[config.mk]
export PLATFORM = sky130hd
export DESIGN_NAME = lsu
export DESIGN_NICKNAME = d
export VERILOG_FILES = /design/src/lsu_pkg.sv /design/src/lsu_access_decode.sv /design/src/lsu_store_align.sv /design/src/lsu_load_extend.sv /design/src/lsu_amo_unit.sv /design/src/lsu.sv
export VERILOG_INCLUDE_DIRS = /design/src
export SDC_FILE = /design/constraint.sdc
export NUM_CORES = 1
export LEC_CHECK = 0
export ABC_AREA = 1
export BUFFER_PORTS_ARGS = -buffer_cell sky130_fd_sc_hd__buf_2
export CELL_PAD_IN_SITES_DETAIL_PLACEMENT = 1
export CELL_PAD_IN_SITES_GLOBAL_PLACEMENT = 1
export CORE_ASPECT_RATIO = 0.9
export CORE_MARGIN = 2
export CORE_UTILIZATION = 39
export DETAILED_ROUTE_END_ITERATION = 6
export HOLD_SLACK_MARGIN = 0.02
export PLACE_DENSITY_LB_ADDON = 0.12
export SLEW_MARGIN = 0
export SYNTH_ARGS = -nofsm -noshare
export SYNTH_HDL_FRONTEND = slang
export SYNTH_SLANG_ARGS = --single-unit
[constraint.sdc]
create_clock -name clk -period 3.66 [get_ports clk]
set_clock_uncertainty 0.15 [all_clocks]
set_input_delay 0.366 -clock clk [delete_from_list [all_inputs] [get_ports clk]]
set_output_delay 0.366 -clock clk [all_outputs]
set_load 0.1 [all_outputs]
[src/lsu_defs.svh]
`ifndef LSU_DEFS_SVH
`define LSU_DEFS_SVH

// data and address width
`define LSU_XLEN 32

// memory-op codes from the decode stage
`define LSU_MEMOP_LEN 4
`define MEMOP_NONE 4'd0
`define MEMOP_LB   4'd1
`define MEMOP_LBU  4'd2
`define MEMOP_LH   4'd3
`define MEMOP_LHU  4'd4
`define MEMOP_LW   4'd5
`define MEMOP_SB   4'd6
`define MEMOP_SH   4'd7
`define MEMOP_SW   4'd8
`define MEMOP_LR_W 4'd9
`define MEMOP_SC_W 4'd10
`define MEMOP_AMO  4'd11

// amo sub-ops, only meaningful with MEMOP_AMO
`define LSU_AMOOP_LEN 4
`define AMOOP_SWAP 4'd0
`define AMOOP_ADD  4'd1
`define AMOOP_XOR  4'd2
`define AMOOP_AND  4'd3
`define AMOOP_OR   4'd4
`define AMOOP_MIN  4'd5
`define AMOOP_MAX  4'd6
`define AMOOP_MINU 4'd7
`define AMOOP_MAXU 4'd8

// clint timer registers, word addresses
`define MTIME_ADDR_LOW     32'h0200_bff8
`define MTIME_ADDR_HIGH    32'h0200_bffc
`define MTIMECMP_ADDR_LOW  32'h0200_4000
`define MTIMECMP_ADDR_HIGH 32'h0200_4004

`endif

[src/lsu_pkg.sv]
`include "lsu_defs.svh"

package lsu_pkg;

    // one bus word, seen whole or by lane
    // byte lane 0 is the lowest address
    typedef union packed {
        logic [`LSU_XLEN-1:0]           word;
        logic [`LSU_XLEN/8-1:0][7:0]    bytes;
        logic [`LSU_XLEN/16-1:0][15:0]  halves;
    } bus_word_u;

endpackage

[src/lsu_access_decode.sv]
`include "lsu_defs.svh"

module lsu_access_decode (
    input  logic [`LSU_MEMOP_LEN-1:0] mem_op_i,
    output logic                      is_load_o,
    output logic                      is_store_o,
    output logic                      is_lr_o,
    output logic                      is_sc_o,
    output logic                      is_amo_o,
    output logic                      ls_signed_o,
    output logic [3:0]                ls_size_o,
    output logic [3:0]                base_mask_o
);

    logic op_byte;
    logic op_half;
    logic op_word;

    // plain loads and stores
    assign is_load_o  = (mem_op_i == `MEMOP_LB) | (mem_op_i == `MEMOP_LBU) |
                        (mem_op_i == `MEMOP_LH) | (mem_op_i == `MEMOP_LHU) |
                        (mem_op_i == `MEMOP_LW);
    assign is_store_o = (mem_op_i == `MEMOP_SB) | (mem_op_i == `MEMOP_SH) |
                        (mem_op_i == `MEMOP_SW);

    // atomic class
    assign is_lr_o  = (mem_op_i == `MEMOP_LR_W);
    assign is_sc_o  = (mem_op_i == `MEMOP_SC_W);
    assign is_amo_o = (mem_op_i == `MEMOP_AMO);

    // only sub-word loads care about sign
    assign ls_signed_o = (mem_op_i == `MEMOP_LB) | (mem_op_i == `MEMOP_LH);

    // access width
    assign op_byte = (mem_op_i == `MEMOP_LB) | (mem_op_i == `MEMOP_LBU) |
                     (mem_op_i == `MEMOP_SB);
    assign op_half = (mem_op_i == `MEMOP_LH) | (mem_op_i == `MEMOP_LHU) |
                     (mem_op_i == `MEMOP_SH);
    // atomics are always word wide
    assign op_word = (mem_op_i == `MEMOP_LW) | (mem_op_i == `MEMOP_SW) |
                     is_lr_o | is_sc_o | is_amo_o;

    // one-hot, bit 3 reserved for a future doubleword
    assign ls_size_o = {1'b0, op_word, op_half, op_byte};

    // lane mask before the address shift
    assign base_mask_o = ({4{op_byte}} & 4'b0001) |
                         ({4{op_half}} & 4'b0011) |
                         ({4{op_word}} & 4'b1111);

endmodule

[src/lsu_store_align.sv]
`include "lsu_defs.svh"

module lsu_store_align (
    input  logic [3:0]              base_mask_i,
    input  logic [1:0]              addr_lo_i,
    input  logic [`LSU_XLEN-1:0]    store_data_i,
    input  logic                    word_access_i,
    output logic [3:0]              wmask_o,
    output lsu_pkg::bus_word_u      wdata_o
);

    import lsu_pkg::*;

    bus_word_u src;

    assign src = store_data_i;

    // mask follows the data lanes
    assign wmask_o = word_access_i ? base_mask_i : (base_mask_i << addr_lo_i);

    always_comb begin
        if (word_access_i) begin
            // word and atomic data go out as is
            wdata_o = src;
        end else begin
            // move the low lane up to the addressed offset
            case (addr_lo_i)
                2'd0: wdata_o.word = src.word;
                2'd1: wdata_o.bytes = {src.bytes[2:0], 8'h00};
                2'd2: wdata_o.halves = {src.halves[0], 16'h0000};
                default: wdata_o.bytes = {src.bytes[0], 24'h00_0000};
            endcase
        end
    end

endmodule

[src/lsu_load_extend.sv]
`include "lsu_defs.svh"

module lsu_load_extend (
    input  lsu_pkg::bus_word_u      rdata_i,
    input  logic [1:0]              addr_lo_i,
    input  logic [3:0]              ls_size_i,
    input  logic                    ls_signed_i,
    output logic [`LSU_XLEN-1:0]    data_o
);

    logic [7:0]  byte_lane;
    logic [15:0] half_lane;
    logic        byte_fill;
    logic        half_fill;

    // pick the lane the address points at
    assign byte_lane = rdata_i.bytes[addr_lo_i];
    // halfword lane from bit 1 only
    assign half_lane = rdata_i.halves[addr_lo_i[1]];

    // fill bit is the lane msb for signed loads
    assign byte_fill = ls_signed_i & byte_lane[7];
    assign half_fill = ls_signed_i & half_lane[15];

    always_comb begin
        case (ls_size_i)
            4'b0001: data_o = {{(`LSU_XLEN-8){byte_fill}}, byte_lane};
            4'b0010: data_o = {{(`LSU_XLEN-16){half_fill}}, half_lane};
            // word or no access, whole word
            default: data_o = rdata_i.word;
        endcase
    end

endmodule

[src/lsu_amo_unit.sv]
`include "lsu_defs.svh"

module lsu_amo_unit (
    input  logic                        clk,
    input  logic                        rst,
    input  logic                        amo_valid_i,
    input  logic                        is_lr_i,
    input  logic                        is_sc_i,
    input  logic                        is_amo_i,
    input  logic                        plain_store_i,
    input  logic [`LSU_AMOOP_LEN-1:0]   amo_op_i,
    input  logic [`LSU_XLEN-1:0]        addr_i,
    input  logic [`LSU_XLEN-1:0]        rs2_i,
    input  logic [`LSU_XLEN-1:0]        rdata_i,
    input  logic                        ready_i,
    output logic                        amo_mem_req_o,
    output logic                        amo_mem_write_o,
    output logic [`LSU_XLEN-1:0]        store_data_o,
    output logic [`LSU_XLEN-1:0]        amo_result_o,
    output logic                        amo_done_o,
    output logic                        busy_o
);

    localparam logic [1:0] ST_IDLE  = 2'd0;
    localparam logic [1:0] ST_LOAD  = 2'd1;
    localparam logic [1:0] ST_CALC  = 2'd2;
    localparam logic [1:0] ST_STORE = 2'd3;

    logic [1:0]             state_q;
    logic                   valid_q;
    logic                   done_q;
    logic                   res_valid_q;
    logic [`LSU_XLEN-1:0]   res_addr_q;
    logic [`LSU_XLEN-1:0]   loaded_q;
    logic [`LSU_XLEN-1:0]   calc_q;
    logic [`LSU_XLEN-1:0]   result_q;
    logic [`LSU_XLEN-1:0]   calc_next;
    logic                   start;
    logic                   sc_hit;
    logic                   load_fire;
    logic                   store_fire;
    logic                   signed_lt;
    logic                   unsigned_lt;

    // new atomic only on the rising edge of the request while idle
    assign start = amo_valid_i & ~valid_q & (state_q == ST_IDLE) &
                   (is_lr_i | is_sc_i | is_amo_i);

    // sc succeeds only on a live reservation for this word
    assign sc_hit = res_valid_q & (res_addr_q == addr_i);

    assign load_fire  = (state_q == ST_LOAD) & ready_i;
    assign store_fire = (state_q == ST_STORE) & ready_i;

    // signs differ means the negative one is smaller
    // same sign compares on the low bits directly
    assign signed_lt = (loaded_q[`LSU_XLEN-1] != rs2_i[`LSU_XLEN-1]) ?
                       loaded_q[`LSU_XLEN-1] :
                       (loaded_q[`LSU_XLEN-2:0] < rs2_i[`LSU_XLEN-2:0]);
    assign unsigned_lt = (loaded_q < rs2_i);

    // new memory value from old value and rs2
    always_comb begin
        case (amo_op_i)
            `AMOOP_ADD:  calc_next = loaded_q + rs2_i;
            `AMOOP_XOR:  calc_next = loaded_q ^ rs2_i;
            `AMOOP_AND:  calc_next = loaded_q & rs2_i;
            `AMOOP_OR:   calc_next = loaded_q | rs2_i;
            `AMOOP_MIN:  calc_next = signed_lt ? loaded_q : rs2_i;
            `AMOOP_MAX:  calc_next = signed_lt ? rs2_i : loaded_q;
            `AMOOP_MINU: calc_next = unsigned_lt ? loaded_q : rs2_i;
            `AMOOP_MAXU: calc_next = unsigned_lt ? rs2_i : loaded_q;
            // swap and unknown codes write rs2
            default:     calc_next = rs2_i;
        endcase
    end

    // fsm, edge detect and reservation flag
    always_ff @(posedge clk or posedge rst) begin
        if (rst) begin
            state_q     <= ST_IDLE;
            valid_q     <= 1'b0;
            done_q      <= 1'b0;
            res_valid_q <= 1'b0;
        end else begin
            valid_q <= amo_valid_i;
            done_q  <= 1'b0;
            case (state_q)
                ST_IDLE: begin
                    if (start) begin
                        if (is_sc_i & ~sc_hit) begin
                            // failed sc, no memory traffic
                            done_q      <= 1'b1;
                            res_valid_q <= 1'b0;
                        end else if (is_sc_i) begin
                            state_q <= ST_STORE;
                        end else begin
                            state_q <= ST_LOAD;
                        end
                    end
                end
                ST_LOAD: begin
                    if (ready_i) begin
                        if (is_lr_i) begin
                            // lr ends here and takes the reservation
                            res_valid_q <= 1'b1;
                            done_q      <= 1'b1;
                            state_q     <= ST_IDLE;
                        end else begin
                            state_q <= ST_CALC;
                        end
                    end
                end
                ST_CALC: begin
                    // one cycle for the alu result
                    state_q <= ST_STORE;
                end
                default: begin
                    if (ready_i) begin
                        // sc and amo writes both drop the reservation
                        res_valid_q <= 1'b0;
                        done_q      <= 1'b1;
                        state_q     <= ST_IDLE;
                    end
                end
            endcase
            // any plain store breaks the lr/sc pair
            if (plain_store_i) begin
                res_valid_q <= 1'b0;
            end
        end
    end

    // data path registers
    always_ff @(posedge clk) begin
        if (start & is_sc_i & ~sc_hit) begin
            result_q <= `LSU_XLEN'(1);
        end
        if (load_fire) begin
            loaded_q <= rdata_i;
            if (is_lr_i) begin
                result_q   <= rdata_i;
                res_addr_q <= addr_i;
            end
        end
        if (state_q == ST_CALC) begin
            calc_q <= calc_next;
        end
        if (store_fire) begin
            // sc returns 0 on success, amo the old word
            result_q <= is_sc_i ? '0 : loaded_q;
        end
    end

    assign amo_mem_req_o   = (state_q == ST_LOAD) | (state_q == ST_STORE);
    assign amo_mem_write_o = (state_q == ST_STORE);

    // amo writes the computed word, sc and plain stores write rs2
    assign store_data_o = is_amo_i ? calc_q : rs2_i;

    assign amo_result_o = result_q;
    assign amo_done_o   = done_q;
    assign busy_o       = (state_q != ST_IDLE);

endmodule

[src/lsu.sv]
`include "lsu_defs.svh"

module lsu (
    input  logic                        clk,
    input  logic                        rst,
    input  logic [`LSU_MEMOP_LEN-1:0]   mem_op_i,
    input  logic [`LSU_AMOOP_LEN-1:0]   amo_op_i,
    input  logic                        amo_valid_i,
    input  logic [`LSU_XLEN-1:0]        alu_data_i,
    input  logic [`LSU_XLEN-1:0]        rs2_data_i,
    // data memory port
    output logic [`LSU_XLEN-1:0]        mem_addr_o,
    output logic                        mem_addr_valid_o,
    output logic                        mem_write_valid_o,
    output logic [3:0]                  mem_mask_o,
    output logic [3:0]                  mem_size_o,
    output logic [`LSU_XLEN-1:0]        mem_wdata_o,
    input  logic                        mem_data_ready_i,
    input  logic [`LSU_XLEN-1:0]        mem_rdata_i,
    // clint port
    output logic [`LSU_XLEN-1:0]        clint_addr_o,
    output logic                        clint_valid_o,
    output logic                        clint_write_valid_o,
    output logic [`LSU_XLEN-1:0]        clint_wdata_o,
    input  logic [`LSU_XLEN-1:0]        clint_rdata_i,
    // to writeback and pipeline control
    output logic [`LSU_XLEN-1:0]        mem_data_o,
    output logic [`LSU_XLEN-1:0]        amo_result_o,
    output logic                        amo_done_o,
    output logic                        stall_o,
    output logic                        amo_misalign_o
);

    import lsu_pkg::*;

    logic                   is_load;
    logic                   is_store;
    logic                   is_lr;
    logic                   is_sc;
    logic                   is_amo;
    logic                   is_atomic;
    logic                   ls_signed;
    logic [3:0]             ls_size;
    logic [3:0]             base_mask;
    logic [3:0]             wmask;
    logic                   clint_hit;
    logic                   plain_req;
    logic                   amo_mem_req;
    logic                   amo_mem_write;
    logic                   amo_busy;
    logic [`LSU_XLEN-1:0]   store_data;
    logic [`LSU_XLEN-1:0]   load_data;
    bus_word_u              wdata_lanes;
    bus_word_u              rdata_sel;

    lsu_access_decode u_decode (
        .mem_op_i    (mem_op_i),
        .is_load_o   (is_load),
        .is_store_o  (is_store),
        .is_lr_o     (is_lr),
        .is_sc_o     (is_sc),
        .is_amo_o    (is_amo),
        .ls_signed_o (ls_signed),
        .ls_size_o   (ls_size),
        .base_mask_o (base_mask)
    );

    assign is_atomic = is_lr | is_sc | is_amo;

    // timer registers live in the clint, not in memory
    assign clint_hit = (alu_data_i == `MTIME_ADDR_LOW) |
                       (alu_data_i == `MTIME_ADDR_HIGH) |
                       (alu_data_i == `MTIMECMP_ADDR_LOW) |
                       (alu_data_i == `MTIMECMP_ADDR_HIGH);

    lsu_amo_unit u_amo (
        .clk             (clk),
        .rst             (rst),
        .amo_valid_i     (amo_valid_i),
        .is_lr_i         (is_lr),
        .is_sc_i         (is_sc),
        .is_amo_i        (is_amo),
        .plain_store_i   (is_store),
        .amo_op_i        (amo_op_i),
        .addr_i          (alu_data_i),
        .rs2_i           (rs2_data_i),
        .rdata_i         (mem_rdata_i),
        .ready_i         (mem_data_ready_i),
        .amo_mem_req_o   (amo_mem_req),
        .amo_mem_write_o (amo_mem_write),
        .store_data_o    (store_data),
        .amo_result_o    (amo_result_o),
        .amo_done_o      (amo_done_o),
        .busy_o          (amo_busy)
    );

    lsu_store_align u_store_align (
        .base_mask_i   (base_mask),
        .addr_lo_i     (alu_data_i[1:0]),
        .store_data_i  (store_data),
        .word_access_i (ls_size[2]),
        .wmask_o       (wmask),
        .wdata_o       (wdata_lanes)
    );

    // plain accesses go straight out, atomics through the fsm
    assign plain_req   = (is_load | is_store) & ~clint_hit;
    // request level drops in the ready cycle
    assign mem_addr_valid_o  = (plain_req | amo_mem_req) & ~mem_data_ready_i;
    assign mem_write_valid_o = mem_addr_valid_o & (is_store | amo_mem_write);
    assign mem_addr_o  = alu_data_i;
    assign mem_size_o  = ls_size;
    assign mem_mask_o  = mem_write_valid_o ? wmask : base_mask;
    assign mem_wdata_o = wdata_lanes.word;

    // clint answers in the same cycle, plain accesses only
    assign clint_addr_o        = alu_data_i;
    assign clint_valid_o       = clint_hit & (is_load | is_store);
    assign clint_write_valid_o = clint_hit & is_store;
    assign clint_wdata_o       = rs2_data_i;

    assign rdata_sel = clint_valid_o ? clint_rdata_i : mem_rdata_i;

    lsu_load_extend u_load_extend (
        .rdata_i     (rdata_sel),
        .addr_lo_i   (alu_data_i[1:0]),
        .ls_size_i   (ls_size),
        .ls_signed_i (ls_signed),
        .data_o      (load_data)
    );

    // writeback value
    always_comb begin
        if (is_atomic) begin
            mem_data_o = amo_result_o;
        end else if (is_load) begin
            mem_data_o = load_data;
        end else begin
            // non-memory op, alu result passes on
            mem_data_o = alu_data_i;
        end
    end

    assign stall_o = mem_addr_valid_o | (amo_busy & ~amo_done_o);

    // atomics must be word aligned
    assign amo_misalign_o = is_atomic & (alu_data_i[1:0] != 2'b00);

endmodule

==> results of run 1 <==
worst min-delay path by stage:
stage	startpoint	to	cells past startpoint
floorplan	rst	u_amo.amo_done_o	1
global placement	rst	u_amo.amo_done_o	2
detailed placement	rst	u_amo.amo_done_o	2
CTS	mem_data_ready_i	u_amo.state_q[0]	2
global route	mem_rdata_i[30]	u_amo.loaded_q[30]	1
finish	alu_data_i[20]	u_amo.res_addr_q[20]	1
logic make-up (layout without fill, tap and decap cells):
group / Yosys count / count (layout) / share of synthesized area, %
and+or+nand+nor: 1552 / 1552 / 41.7
adders and majority gates: 97 / 97 / 7.67
xor gates and xnor gates: 19 / 19 / 1.04
buffers and inverters: 485 / 770 / 14.1
DFF: 133 / 133 / 22.9
AOI/OAI and AO/OA: 359 / 359 / 12.5
other: 1 / 2 / 0.0235
layer usage:
metal	track usage (%)	up-vias	part of all wire [%]
li1	-	9189	-
met1	51.1	9794	44
met2	59.4	872	45
met3	5.71	156	7.1
met4	14.0	0	3.8
met5	0	-	0
registers in the layout (all words and copies together) (netlist names):
| register | count |
|---|---|
| u_amo.valid_q | 1 |
| u_amo.amo_result_o | 32 |
| u_amo.amo_done_o | 1 |
| u_amo.loaded_q | 32 |
| u_amo.res_valid_q | 1 |
| u_amo.state_q | 2 |
| u_amo.res_addr_q | 32 |
| u_amo.calc_q | 32 |
metrics by stage:
stage / instances / total power, mW
after floorplan: 2646 / 6.95
after global placement: 3398 / 8.71
after detailed placement: 3398 / 8.87
after CTS: 3471 / 10.7
after global routing: 3472 / 11.2
final: 3472 / 10.8
power breakdown:
part	total (mW)	switching (mW)	internal (mW)
combinational	6.64	5.13	1.51
sequential	2.36	0.350	2.01
clock	1.78	0.788	0.992
total	10.8	6.27	4.50
final cells by class:
| cell class | count | area [um2] |
|---|---|---|
| well taps | 540 | 676 |
| repair buffers | 475 | 3470 |
| multi-input cells | 2028 | 10100 |
| clock inverters | 11 | 101 |
| diodes | 1 | 2.50 |
| inverters | 263 | 988 |
| flip-flops and latches | 133 | 3650 |
| clock buffers | 21 | 472 |
| fillers | 5609 | 21000 |
synth_stat cells (5+ instances only):
library cell	number	area (um2)
sky130_fd_sc_hd__nor3_1	23	115
sky130_fd_sc_hd__a21oi_1	140	701
sky130_fd_sc_hd__dfrtp_1	5	125
sky130_fd_sc_hd__edfxtp_1	96	2880
sky130_fd_sc_hd__ha_1	96	1200
sky130_fd_sc_hd__dfxtp_1	32	641
sky130_fd_sc_hd__o221ai_1	10	87.6
sky130_fd_sc_hd__nand2_1	829	3110
sky130_fd_sc_hd__o21ai_0	118	591
sky130_fd_sc_hd__buf_2	37	185
sky130_fd_sc_hd__inv_1	247	927
sky130_fd_sc_hd__o21ai_1	7	35.0
sky130_fd_sc_hd__nor4_1	11	68.8
sky130_fd_sc_hd__buf_4	102	766
sky130_fd_sc_hd__xnor2_1	8	70.1
sky130_fd_sc_hd__nor2_1	178	668
sky130_fd_sc_hd__nor2_2	5	31.3
sky130_fd_sc_hd__o21bai_1	9	67.6
sky130_fd_sc_hd__or2_2	20	125
sky130_fd_sc_hd__buf_1	13	48.8
sky130_fd_sc_hd__inv_2	13	48.8
sky130_fd_sc_hd__nand3_1	447	2240
sky130_fd_sc_hd__o22ai_1	45	282
sky130_fd_sc_hd__xor2_1	11	96.3
sky130_fd_sc_hd__nand4_1	27	169
sky130_fd_sc_hd__clkbuf_1	70	263
sky130_fd_sc_hd__o211ai_1	11	82.6
repair_timing:
item / 4_1_cts / 5_1_grt
gates resized for setup: 0 / 4
setup endpoints to repair: 0 / 22
hold buffers: 41 / 0
hold endpoints to repair: 45 / 0
==> results.md, run 1 <==
- In this run the cell area measured after placement is 0.0185 mm2.
- The critical register-to-register path startpoint is u_amo.loaded_q[14].
- The first-pass GRT wire length is 121 mm.
- The die area is 0.0425 mm2.
- For this run, the number of Yosys warnings is 0.
- The hold violation count in the final report came to 0.
- The total of flip-flops plus latches after synthesis is 133.
- The final cycle utilization of the critical path is 98.3%.
- The class of the most critical hold timing path is input pin to flip-flop.
- The die span in y is 196 um.
- The detail route stage leaves a number of antenna-violating nets equal to 0.
- The horizontal die dimension is 217 um.
- The cell count after synthesis is 2646.
- In the final design database the tool counted 3155 nets.
- The category of the critical setup timing path is input pin to primary output.
- The maximum operating frequency is 278 MHz.
- For this run, the leading register cell type out of synthesis is sky130_fd_sc_hd__edfxtp_1.
- For the final routed database, the setup TNS stands at 0 ps.
- The sequential fraction of the synthesis area is 22.9%.
- The worst register-to-register path ends at u_amo.calc_q[1].
- The sum of buffers and inverters on the critical path is 5.
- The final standard cell area without fillers is 0.0195 mm2.
- The estimated wirelength of the detail-placed design is 62.0 mm.
- The cell area that synthesis handed to floorplanning was 0.0159 mm2.
- The area growth from synthesis to layout is 22.3%.
- At the end of the flow the core is filled with cells to 48.2%.
- At the later pin of the worst-skew pair, clock insertion delay measures 460 ps.
- The routed layout has 20000 vias.
- The slowest stage of the critical path is the sky130_fd_sc_hd__o21ai_0 cell.
- Setup slack on the worst reg-to-reg path comes out at 260 ps.
- The highest cell delay on the worst timing path is 610 ps.
- The average size of a mapped cell is 6.02 um2.
- Across every metal layer, demand over resource in global routing totals 37.4%.
- After clock tree synthesis, the clock-pin slew on the worst setup and hold paths is 60 ps.
- The total number of clock tree sinks is 133.
- The number of maximum-capacitance violations is 0.
- STA classifies the critical path endpoint as a primary output.
- For the worst setup path, the data required time is 3140 ps.
- The power density over the cells is 553 mW/mm2.
- Counting distinct cell types in the post-synthesis netlist gives 45.
- STA classifies the critical path startpoint as an input pin.
- The count of H-tree levels built during CTS is 4.
- TritonCTS created 17 clock buffers.
- The number of antenna violations at the first check in global routing is 2.
- VDD sags by at most 678 uV.
- The placeable core region is 0.0405 mm2.
- Of all nets on the critical path, the largest fanout is 23.
- The top cell types in the final layout, fill and taps aside, are sky130_fd_sc_hd__nand2_1, sky130_fd_sc_hd__nand3_1, sky130_fd_sc_hd__buf_2.
- Timing analysis after detailed placement gives a worst setup slack of 110 ps.
- In the routed layout, each cell is associated on average with a via count of 5.76.
- In the final layout, the share of cells above drive strength 1 is 18.2%.
- The run finished with clean final reports.
- Headroom to the max-slew limit came out at 35.5%.
- The number of top-level pins is 347.
- In this design, the largest share of critical-path delay is due to compound AO/OA/AOI/OAI gates.
- The reported leakage power is 9.90 nW.
- Setup slack closes at 63.8 ps.
- The initialized floorplan defines 70 standard-cell rows.
- Once the floorplan was initialized, standard cells occupied 39.4% of the core.
- The number of setup violations in the final report is 0.
- The count of final max-slew check failures is 0.
- The number of detailed-routing iterations run before antenna repair is 6.
- The pin count of the biggest net entering global routing is 65.
- At the end of routability-driven placement, the weighted congestion stood at 1.01.
- The clock tree from TritonCTS is built.
- The synthesized netlist net count is 2883.
- The critical path depth in cells is 11.
- The number of global-route vias before repair came to 20000.
- The endpoint of the worst setup timing path is mem_wdata_o[28].
- Tracing the worst setup path back leads to its startpoint at mem_op_i[3].
- Of all flip-flops after synthesis, the portion carrying an async set or reset was 3.76%.
- The signal on the critical path passes through buf_2 -> inv_2 -> nor2_2 -> nand2_2 -> buf_4 -> o21ai_0 -> o22ai_1 -> o21ai_0 -> buf_4 -> o21ai_1 -> buf_2.
- The clock root buffer is sky130_fd_sc_hd__clkbuf_16.
- Data arrives at the worst endpoint at 3080 ps.
- Counting along the longest clock path gives a buffer depth of 2.
- The slew at the pin with the worst max-slew slack is 966 ps.
- Setup repair after global routing left no endpoint under its margin.
- In the final routed layout, each cell accounts on average for 23.3 um.
- The total wire length after detailed routing is 81.1 mm.
- Leaving out fill and tap cells, the most frequent cell in the layout is sky130_fd_sc_hd__nand2_1.
- For this run the aggregate overflow at the end of global routing stands at 0.
- The post-route DRC violation count is 0.
- For this block, the initial DRC count from the detailed router was 2070.
- The number of enable-type register cells in the synthesized netlist is 96.
- The number of setup buffers added after CTS is 0.
- The tightest hold margin is 35.8 ps.
- Input and output buffers added on the ports amount to 345.
- The routed design could run at a clock period as short as 3600 ps.
- The worst register-to-register path has a depth of 16.
(Power assumes the default switching activity.)
==> inputs of run 2 (changes only) <==
--- a/config.mk
+++ b/config.mk
@@ -7,13 +7,14 @@
 export NUM_CORES = 1
 export LEC_CHECK = 0
 export ABC_AREA = 1
-export BUFFER_PORTS_ARGS = -buffer_cell sky130_fd_sc_hd__buf_2
+export BUFFER_PORTS_ARGS = -buffer_cell sky130_fd_sc_hd__clkbuf_2
 export CELL_PAD_IN_SITES_DETAIL_PLACEMENT = 1
 export CELL_PAD_IN_SITES_GLOBAL_PLACEMENT = 1
 export CORE_ASPECT_RATIO = 0.9
 export CORE_MARGIN = 2
-export CORE_UTILIZATION = 39
+export CORE_UTILIZATION = 42
 export DETAILED_ROUTE_END_ITERATION = 6
+export GPL_TIMING_DRIVEN = 0
 export HOLD_SLACK_MARGIN = 0.02
 export PLACE_DENSITY_LB_ADDON = 0.12
 export SLEW_MARGIN = 0
==> constraint.sdc (replaced) <==
create_clock -name clk -period 4.2 [get_ports clk]
set_clock_uncertainty 0.15 [all_clocks]
set_input_delay 0.42 -clock clk [delete_from_list [all_inputs] [get_ports clk]]
set_output_delay 0.42 -clock clk [all_outputs]
set_load 0.1 [all_outputs]
==> results.md, run 2 (synthesized netlist as in run 1, its figures left out) <==
- The post-route worst setup slack is -36.3 ps (-100 ps).
- The sum of overflow across all layers after global routing is 0 (unchanged).
- Leaving out fill and tap cells, the most frequent cell in the layout is sky130_fd_sc_hd__nand2_1.
- The die area is 0.0395 mm2 (-7.0%).
- The number of setup violations in the final report is 2 (+2).
- Dividing the final minimum period by the clock period gives 101%.
- Leaving out fill and tap cells, the most frequent cells in the layout are sky130_fd_sc_hd__nand2_1, sky130_fd_sc_hd__nand3_1, sky130_fd_sc_hd__clkbuf_2.
- The total wire length after detailed routing is 87.0 mm (+7.4%).
- The biggest fanout along the worst timing path is 10 (-57%).
- The horizontal die dimension was 209 um (-3.6%).
- The maximum operating frequency is 236 MHz.
- The count of H-tree levels built during CTS came to 4 (unchanged).
- The overall power came to 9.19 mW (-15%).
- From synthesis to final layout, the design area changed by 18.8%.
- The number of antenna violations at the first check in global routing came to 3 (+1).
- The reported leakage power is 9.88 nW (-0.22%).
- The summed negative setup slack over all endpoints is -43.5 ps (-43.5 ps).
- The peak supply drop is 529 uV (-22%).
- The arrival time at the worst endpoint is 3670 ps (+590 ps).
- The hold violation count in the final report came to 0 (unchanged).
- In this run the worst hold path is classified as input pin to flip-flop.
- The number of maximum-capacitance violations was 0 (unchanged).
- The pin count of the biggest net entering global routing is 34 (-48%).
- The total placed instance area is 0.0183 mm2 (-0.98%).
- The number of vias in the routed layout is 21500 (+7.5%).
- The endpoint required time on the critical path is 3630 ps (+490 ps).
- The sort of element at the end of the critical path is a primary output.
- The number of detailed-routing iterations run before antenna repair was 5 (-1).
- The run finished, with violations left.
- The final standard cell area without fillers is 0.0189 mm2 (-2.9%).
- The fraction of final layout cells with drive strength greater than 1 is 19.0% (+0.80 points).
- The estimated wirelength of the detail-placed design came to 69.3 mm (+12%).
- The count of final max-slew check failures is 0 (unchanged).
- The number of vias per cell is 6.12 (+6.2%).
- The total number of clock tree sinks came to 133 (unchanged).
- The antenna violation net count after detailed routing is 0 (unchanged).
- The TritonCTS buffer count is 17 (unchanged).
- The worst setup path is launched from an input pin.
- The slew at the pin with the worst max-slew slack is 1170 ps (+208 ps).
- The number of DRC markers after the initial detailed-route iteration is 2433 (+18%).
- The insertion delay to the later sink of the worst-skew pair is 450 ps (about the same).
- The final weighted congestion in routability-driven placement is 0.991 (-1.7%).
- The starting density of the core is 42.7% (+3.3 points).
- The overall routing resource usage was 42.8% (+5.5 points).
- The number of fill cells is 5306 (-5.4%).
- The count of standard-cell rows is 67 (-4.3%).
- The buffer levels on the longest clock path is 2 (unchanged).
- The power density over the cells is 486 mW/mm2 (-12%).
- The placeable core region is 0.0373 mm2 (-7.8%).
- TritonCTS built the clock tree.
- The remaining max-slew budget at the tightest pin is 21.1% (-14 points).
- The number of top-level pins is 347 (unchanged).
- The number of global-route vias before repair is 21500 (+7.8%).
- The category of the critical setup timing path is input pin to primary output.
- The wire length per cell after detailed routing came to 24.8 um (+6.1%).
- After layout, the minimum clock period comes to 4240 ps.
- The final reports fail on negative setup slack.
- The die span in y is 189 um (-3.6%).
- The root buffer cell chosen for the clock tree is sky130_fd_sc_hd__clkbuf_16.
- The final layout net count is 3253 (+3.1%).
- The first-pass GRT wire length is 129 mm (+6.1%).
- The post-route DRC violation count is 0 (unchanged).
- The number of input and output port buffers inserted came to 345 (unchanged).
- The clock transition at the register clock pins on the worst setup and hold paths after CTS was 60 ps (about the same).
- The number of placed instances with taps included is 3475 (+2.3%).
- The post-layout instance count excluding filler cells is 3513 (+1.2%).
## run 2: path summary, 6_finish.rpt
| path | startpoint | to | slack, ps | cells after the start |
|---|---|---|---|---|
| min in group asynchronous | rst | u_amo.state_q[0] | 270 | 3 |
| max in group asynchronous | rst | u_amo.valid_q | 3450 | 3 |
| min reg2reg | u_amo.amo_result_o[0] | u_amo.amo_result_o[0] | 450 | 2 |
| max | alu_data_i[0] | mem_mask_o[3] | -40 | 15 |
| min | mem_rdata_i[5] | u_amo.loaded_q[5] | 40 | 1 |
| max reg2reg | u_amo.loaded_q[26] | u_amo.calc_q[24] | 210 | 15 |
## run 2: report_power, final
group          internal [mW]  leakage, nW  switching (mW)  total [mW]
registers               1.75         1.21           0.348        2.10
clock network          0.802        0.278           0.658        1.46
logic                   1.08         8.39            4.55        5.63
## run 2: worst max-delay path, cell delays in order
cell and delay [ps]:
sky130_fd_sc_hd__clkbuf_2 130, sky130_fd_sc_hd__buf_2 230, sky130_fd_sc_hd__inv_2 120, sky130_fd_sc_hd__nand2_4 230
sky130_fd_sc_hd__nor2_1 90, sky130_fd_sc_hd__nand3b_1 250, sky130_fd_sc_hd__nor2_1 140, sky130_fd_sc_hd__nand2_1 290
sky130_fd_sc_hd__nand3_1 230, sky130_fd_sc_hd__nand2_2 140, sky130_fd_sc_hd__o21ai_0 370, sky130_fd_sc_hd__inv_1 260
sky130_fd_sc_hd__nand2_1 110, sky130_fd_sc_hd__a21oi_4 160, sky130_fd_sc_hd__clkbuf_2 480
## run 2: per-layer routing
metal,global-route usage (%),vias up,wire [um]
met4,19.3,4,4240
met2,67.0,1373,38300
met3,8.32,294,8750
li1,-,9393,-
met5,0,-,19
met1,57.2,10400,35700
## run 2: repair_timing
action                     in CTS  in global routing
gates resized for setup         0                 17
setup endpoints to repair       0                 24
hold buffers                    4                  0
hold endpoints to repair        8                  0
setup buffers                   0                  0
## run 2: per-stage QoR
stage                     utilization, %  hold WS, ps  worst slack (ps)
after floorplan                        -         48.5              -498
after global placement              49.0          151               206
after detailed placement            49.1          170              83.9
after CTS                           50.6         23.4              51.5
after global routing                50.7         44.2             -6.82
final                               50.7         37.8             -36.3
## run 2: cell type report
type | instances | area, um2 | area share [%]
Timing Repair Buffer | 351 | 1810 | 9.57
Sequential cell | 133 | 3650 | 19.3
Inverter | 263 | 987 | 5.22
Clock buffer | 21 | 470 | 2.49
Clock inverter | 11 | 75.1 | 0.397
Multi-Input combinational cell | 2028 | 10100 | 53.2
Buffer | 222 | 1260 | 6.68
Tap cell | 483 | 604 | 3.19
Antenna cell | 1 | 2.50 | 0.0132
